===== src/hw/fft_pkg.sv =====
package fft_pkg;

	localparam int WORD_W   = 16;
	localparam int FRAC_W   = 8;
	localparam int N_POINTS = 16;
	localparam int N_STAGES = 4;
	localparam int N_BFLY   = N_POINTS / 2;
	localparam int STAGE_W  = 2;

	// cycle budget of one stage and one frame
	localparam int BFLY_LAT     = 2;
	localparam int STAGE_CYCLES = BFLY_LAT;
	localparam int FRAME_CYCLES = N_STAGES * STAGE_CYCLES;

	typedef logic signed [WORD_W-1:0] word_t;
	typedef logic [STAGE_W-1:0] stage_t;
	typedef logic [$clog2(STAGE_CYCLES)-1:0] stage_cnt_t;
	typedef logic [$clog2(N_POINTS)-1:0] point_idx_t;
	typedef logic [$clog2(N_BFLY)-1:0] tw_idx_t;

	typedef struct packed {
		word_t re;
		word_t im;
	} cplx_t;

	//////////////////////////////
	// W16^k, Q8.8
	//////////////////////////////
	localparam word_t TWIDDLE_RE [N_BFLY] = '{
		16'sd256, 16'sd237, 16'sd181, 16'sd98,
		16'sd0, -16'sd98, -16'sd181, -16'sd237
	};
	localparam word_t TWIDDLE_IM [N_BFLY] = '{
		16'sd0, -16'sd98, -16'sd181, -16'sd237,
		-16'sd256, -16'sd237, -16'sd181, -16'sd98
	};

	// distance between the two points of a butterfly
	function automatic point_idx_t span(input stage_t s);
		return point_idx_t'(1) << s;
	endfunction

	// upper point of butterfly k, group bits moved up by one
	function automatic point_idx_t top_idx(input stage_t s, input int unsigned k);
		point_idx_t kk;
		point_idx_t low;
		kk = point_idx_t'(k);
		low = span(s) - 1'b1;
		return ((kk & ~low) << 1) | (kk & low);
	endfunction

	function automatic tw_idx_t twiddle_idx(input stage_t s, input int unsigned k);
		point_idx_t j;
		j = point_idx_t'(k) & (span(s) - 1'b1);
		j = j << (stage_t'(N_STAGES - 1) - s);
		return j[$bits(tw_idx_t)-1:0];
	endfunction

	function automatic point_idx_t bitrev(input point_idx_t v);
		point_idx_t r;
		for (int i = 0; i < $bits(point_idx_t); i++) begin
			r[i] = v[$bits(point_idx_t)-1-i];
		end
		return r;
	endfunction

endpackage


===== src/hw/fft_control.sv =====
`timescale 1ns/1ps

module fft_control (
	input  logic i_clk,
	input  logic i_rst_n,
	input  logic i_stage_end,
	output logic o_run,
	output fft_pkg::stage_t o_stage,
	output logic o_write,
	output logic o_last,
	output logic o_fft_done
);

	typedef enum logic {
		IDLE,
		RUN
	} state_t;

	state_t state;

	always_ff @(posedge i_clk or negedge i_rst_n) begin
		if (!i_rst_n) begin
			state <= IDLE;
			o_stage <= '0;
			o_fft_done <= 1'b0;
		end else begin
			case (state)
				// free running, no start strobe
				IDLE: state <= RUN;
				RUN: state <= RUN;
				default: state <= IDLE;
			endcase

			if (o_write) begin
				if (o_last) begin
					o_stage <= '0;
				end else begin
					o_stage <= o_stage + 1'b1;
				end
			end

			// outputs are loaded on the last write, flag them one cycle later
			o_fft_done <= o_write && o_last;
		end
	end

	assign o_run = (state == RUN);
	assign o_write = o_run && i_stage_end;
	assign o_last = (o_stage == fft_pkg::stage_t'(fft_pkg::N_STAGES - 1));

	// frames are back to back, so a done pulse never stretches
	assert property (@(posedge i_clk) disable iff (!i_rst_n)
		o_fft_done |=> !o_fft_done);

endmodule


===== config.mk =====
export PLATFORM = sky130hd
export DESIGN_NAME = fft_control
export DESIGN_NICKNAME = d
export VERILOG_FILES = /design/src/hw/fft_pkg.sv /design/src/hw/fft_control.sv
export SDC_FILE = /design/constraint.sdc
export NUM_CORES = 1
export LEC_CHECK = 0
export ABC_AREA = 1
export BUFFER_PORTS_ARGS = -buffer_cell sky130_fd_sc_hd__buf_2
export CAP_MARGIN = 25
export CORE_AREA = 5 5 42 44
export CTS_CLUSTER_SIZE = 10
export DETAILED_ROUTE_END_ITERATION = 8
export DIE_AREA = 0 0 47 49
export SLEW_MARGIN = 20
export SYNTH_ARGS = -nofsm -noshare
export SYNTH_HDL_FRONTEND = slang
export SYNTH_SLANG_ARGS = --single-unit

===== constraint.sdc =====
create_clock -name i_clk -period 0.92 [get_ports i_clk]
set_input_delay 0 -clock i_clk [delete_from_list [all_inputs] [get_ports i_clk]]
set_output_delay 0 -clock i_clk [all_outputs]
set_load 0.005 [all_outputs]

==> metrics <==
Antenna Violating Nets Remaining=0; number of register bits inferred by synthesis=4; Vias per Instance=3.06; most frequent standard cell in the layout excluding fill and tap cells=sky130_fd_sc_hd__buf_2; clock transition at the register clock pins on the worst setup and hold paths after CTS=0.04 ns; core region area=about 1400 um2; RSZ-0062 raised after global routing=true; final-report setup violation count=1; number of antenna violations at the first check in global routing=0; highest achievable clock rate=1.08 GHz; total number of yosys warnings=0; violations in the final reports=setup timing; syn nets=21; effective utilization at floorplan=between 10% and 20%; maximum buffer depth of the clock tree=2; wire length of the first global-routing pass=545 um; Final Routed Wirelength=371 um; clock insertion delay at the later pin of the skew report=0.23 ns; root buffer cell=sky130_fd_sc_hd__clkbuf_4; worst hold path type=in2reg; result of the run=finished with violations; initial DRC count=0; overall die area=2300 um2; number of I/O pins=9; routed len/inst=7.42 um; Residual DRC=0; largest fanout of any net on the critical path=3; global-route met2 utilization=4.30%; DR vias=153; Synth top area share=62.5%; maximum capacitance violations=0; static power due to leakage=0.168 nW; share of cells above drive strength 1=55.9%; count of buffers from port buffering=8; cell count after synthesis=17; layout overhead on the synthesized area=82.8%; worst setup path class=reg2out; least setup slack across all paths after layout=-0.00998 ns; floorplan row count=14; DRT Pass-1 Iters=1; final estimated routing congestion in global placement=0.632; GR Layer Usage met3=roughly 3.3%; post-synth top area cell=sky130_fd_sc_hd__dfrtp_1; filler instances=163; overall routing resource usage=about 4.1%; worst path arrival time=0.93 ns; register area share after synthesis=62.5%; Post-layout nets=40; area of the multi-input gates=~55 um2; total global routing overflow=0; Register Area=around 100 um2; post-route cell area=~300 um2; PD cells=2360 nW/um2; TritonCTS clock tree=done; CTS Buf Count=3; required time of the critical path=0.92 ns; post-route clock period utilization=101%; CTS sink count=4; worst IR drop on VDD=430 uV; Antenna diodes=0; number of distinct library cell variants in the gate-level netlist after synthesis=8; clock skew=0.00199 ns; element type at the critical path start=register; layer with the highest usage after global routing=met4; via count of the first global-routing pass=146; mean post-synth cell area=9.42 um2; H-tree lvl count=1; die width=47 um; DIE HEIGHT=about 49 um; number of hold-slack violations in the final timing report=0; number of pins with negative max-slew slack in the final report=0; met1 track demand over resource=3.33%; Final Core Density=20.9%; netlist area before placement=160 um2; largest cells by area after synthesis=sky130_fd_sc_hd__dfrtp_1, sky130_fd_sc_hd__nand2_1, sky130_fd_sc_hd__ha_1; largest net degree at the start of global routing=5; pre-CTS setup slack=0.0402 ns; placement-stage cell area=228 um2; critical path endpoint category=output pin; highest-count cells in the layout ignoring fill and taps=sky130_fd_sc_hd__buf_2, sky130_fd_sc_hd__nand2_1, sky130_fd_sc_hd__buf_4; min cycle time layout=between 0.9 and 1 ns
worst max-delay path, stage by stage, from the launching register on:
cell	delay, ns
sky130_fd_sc_hd__dfrtp_1	0.38
sky130_fd_sc_hd__ha_2	0.20
sky130_fd_sc_hd__buf_2	0.12
power breakdown:
group | internal (W) | total [W] | switching (W)
Combinational | 0.000134 | 0.000238 | 0.000104
Clock | 0.000145 | 0.000208 | 0.0000628
Sequential | 0.000219 | 0.000243 | 0.0000247
layer usage:
layer	wire, um	part of all wire, %	vias to the layer above
met5	0	0	-
met4	0	0	0
met3	62	17	0
met2	172	46	7
met1	136	37	63
li1	-	-	83
registers in the layout, indices dropped and copies added (netlist names):
name and count:
o_stage 2, o_fft_done 1, o_run 1
cells by family (layout without fill, tap and decap cells):
logic type	Yosys count	after routing	share of synthesized area (%)
simple gates	9	9	22.7
flops	4	4	62.5
buf+inv	2	19	4.68
fa+ha+maj	1	1	7.81
other cells	1	1	2.34
stage by stage:
step	setup TNS [ns]	power (W)	cells	hold slack, ns
floorplan	0	0.000336	17	-0.296
global placement	0	0.000431	42	-0.193
detailed placement	0	0.000437	42	-0.192
CTS	-0.0208	0.000697	47	0.0354
global route	-0.0475	0.000754	50	0.113
finish	-0.00998	0.000690	50	0.0839
Yosys cell counts (all sizes together):
| master | number |
|---|---|
| conb | 1 |
| dfrtp | 4 |
| ha | 1 |
| inv | 2 |
| nand2 | 7 |
| nor2 | 2 |
final timing paths:
kind	startpoint	to	slack [ns]	cells after the start
setup / recovery	o_stage[1]	o_last	-0.01	2
hold / removal	i_stage_end	o_stage[0]	0.08	4
setup reg to reg	o_stage[1]	o_stage[1]	0.05	3
hold reg to reg	o_run	o_stage[0]	0.58	3
max in group asynchronous	i_rst_n	o_fft_done	0.70	2
min in group asynchronous	i_rst_n	o_stage[0]	0.10	2
final cells by class:
class,instances,share of cell area [%]
clock buffers,3,7.69
inverters,2,2.56
multi-input cells,11,18.8
flip-flops and latches,4,34.2
well taps,16,6.84
repair buffers,14,29.9
timing repair:
| action | in CTS | in global routing |
|---|---|---|
| setup buffers | 1 | 3 |
| resized for setup | 1 | 0 |
| cloned | 0 | 0 |
| pin swaps | 1 | 1 |
| endpoints found under the hold margin | 4 | 0 |
| endpoints found under the setup margin | 1 | 2 |
| hold buffers | 1 | 0 |
Note: power is estimated with default switching activity, not from simulation.
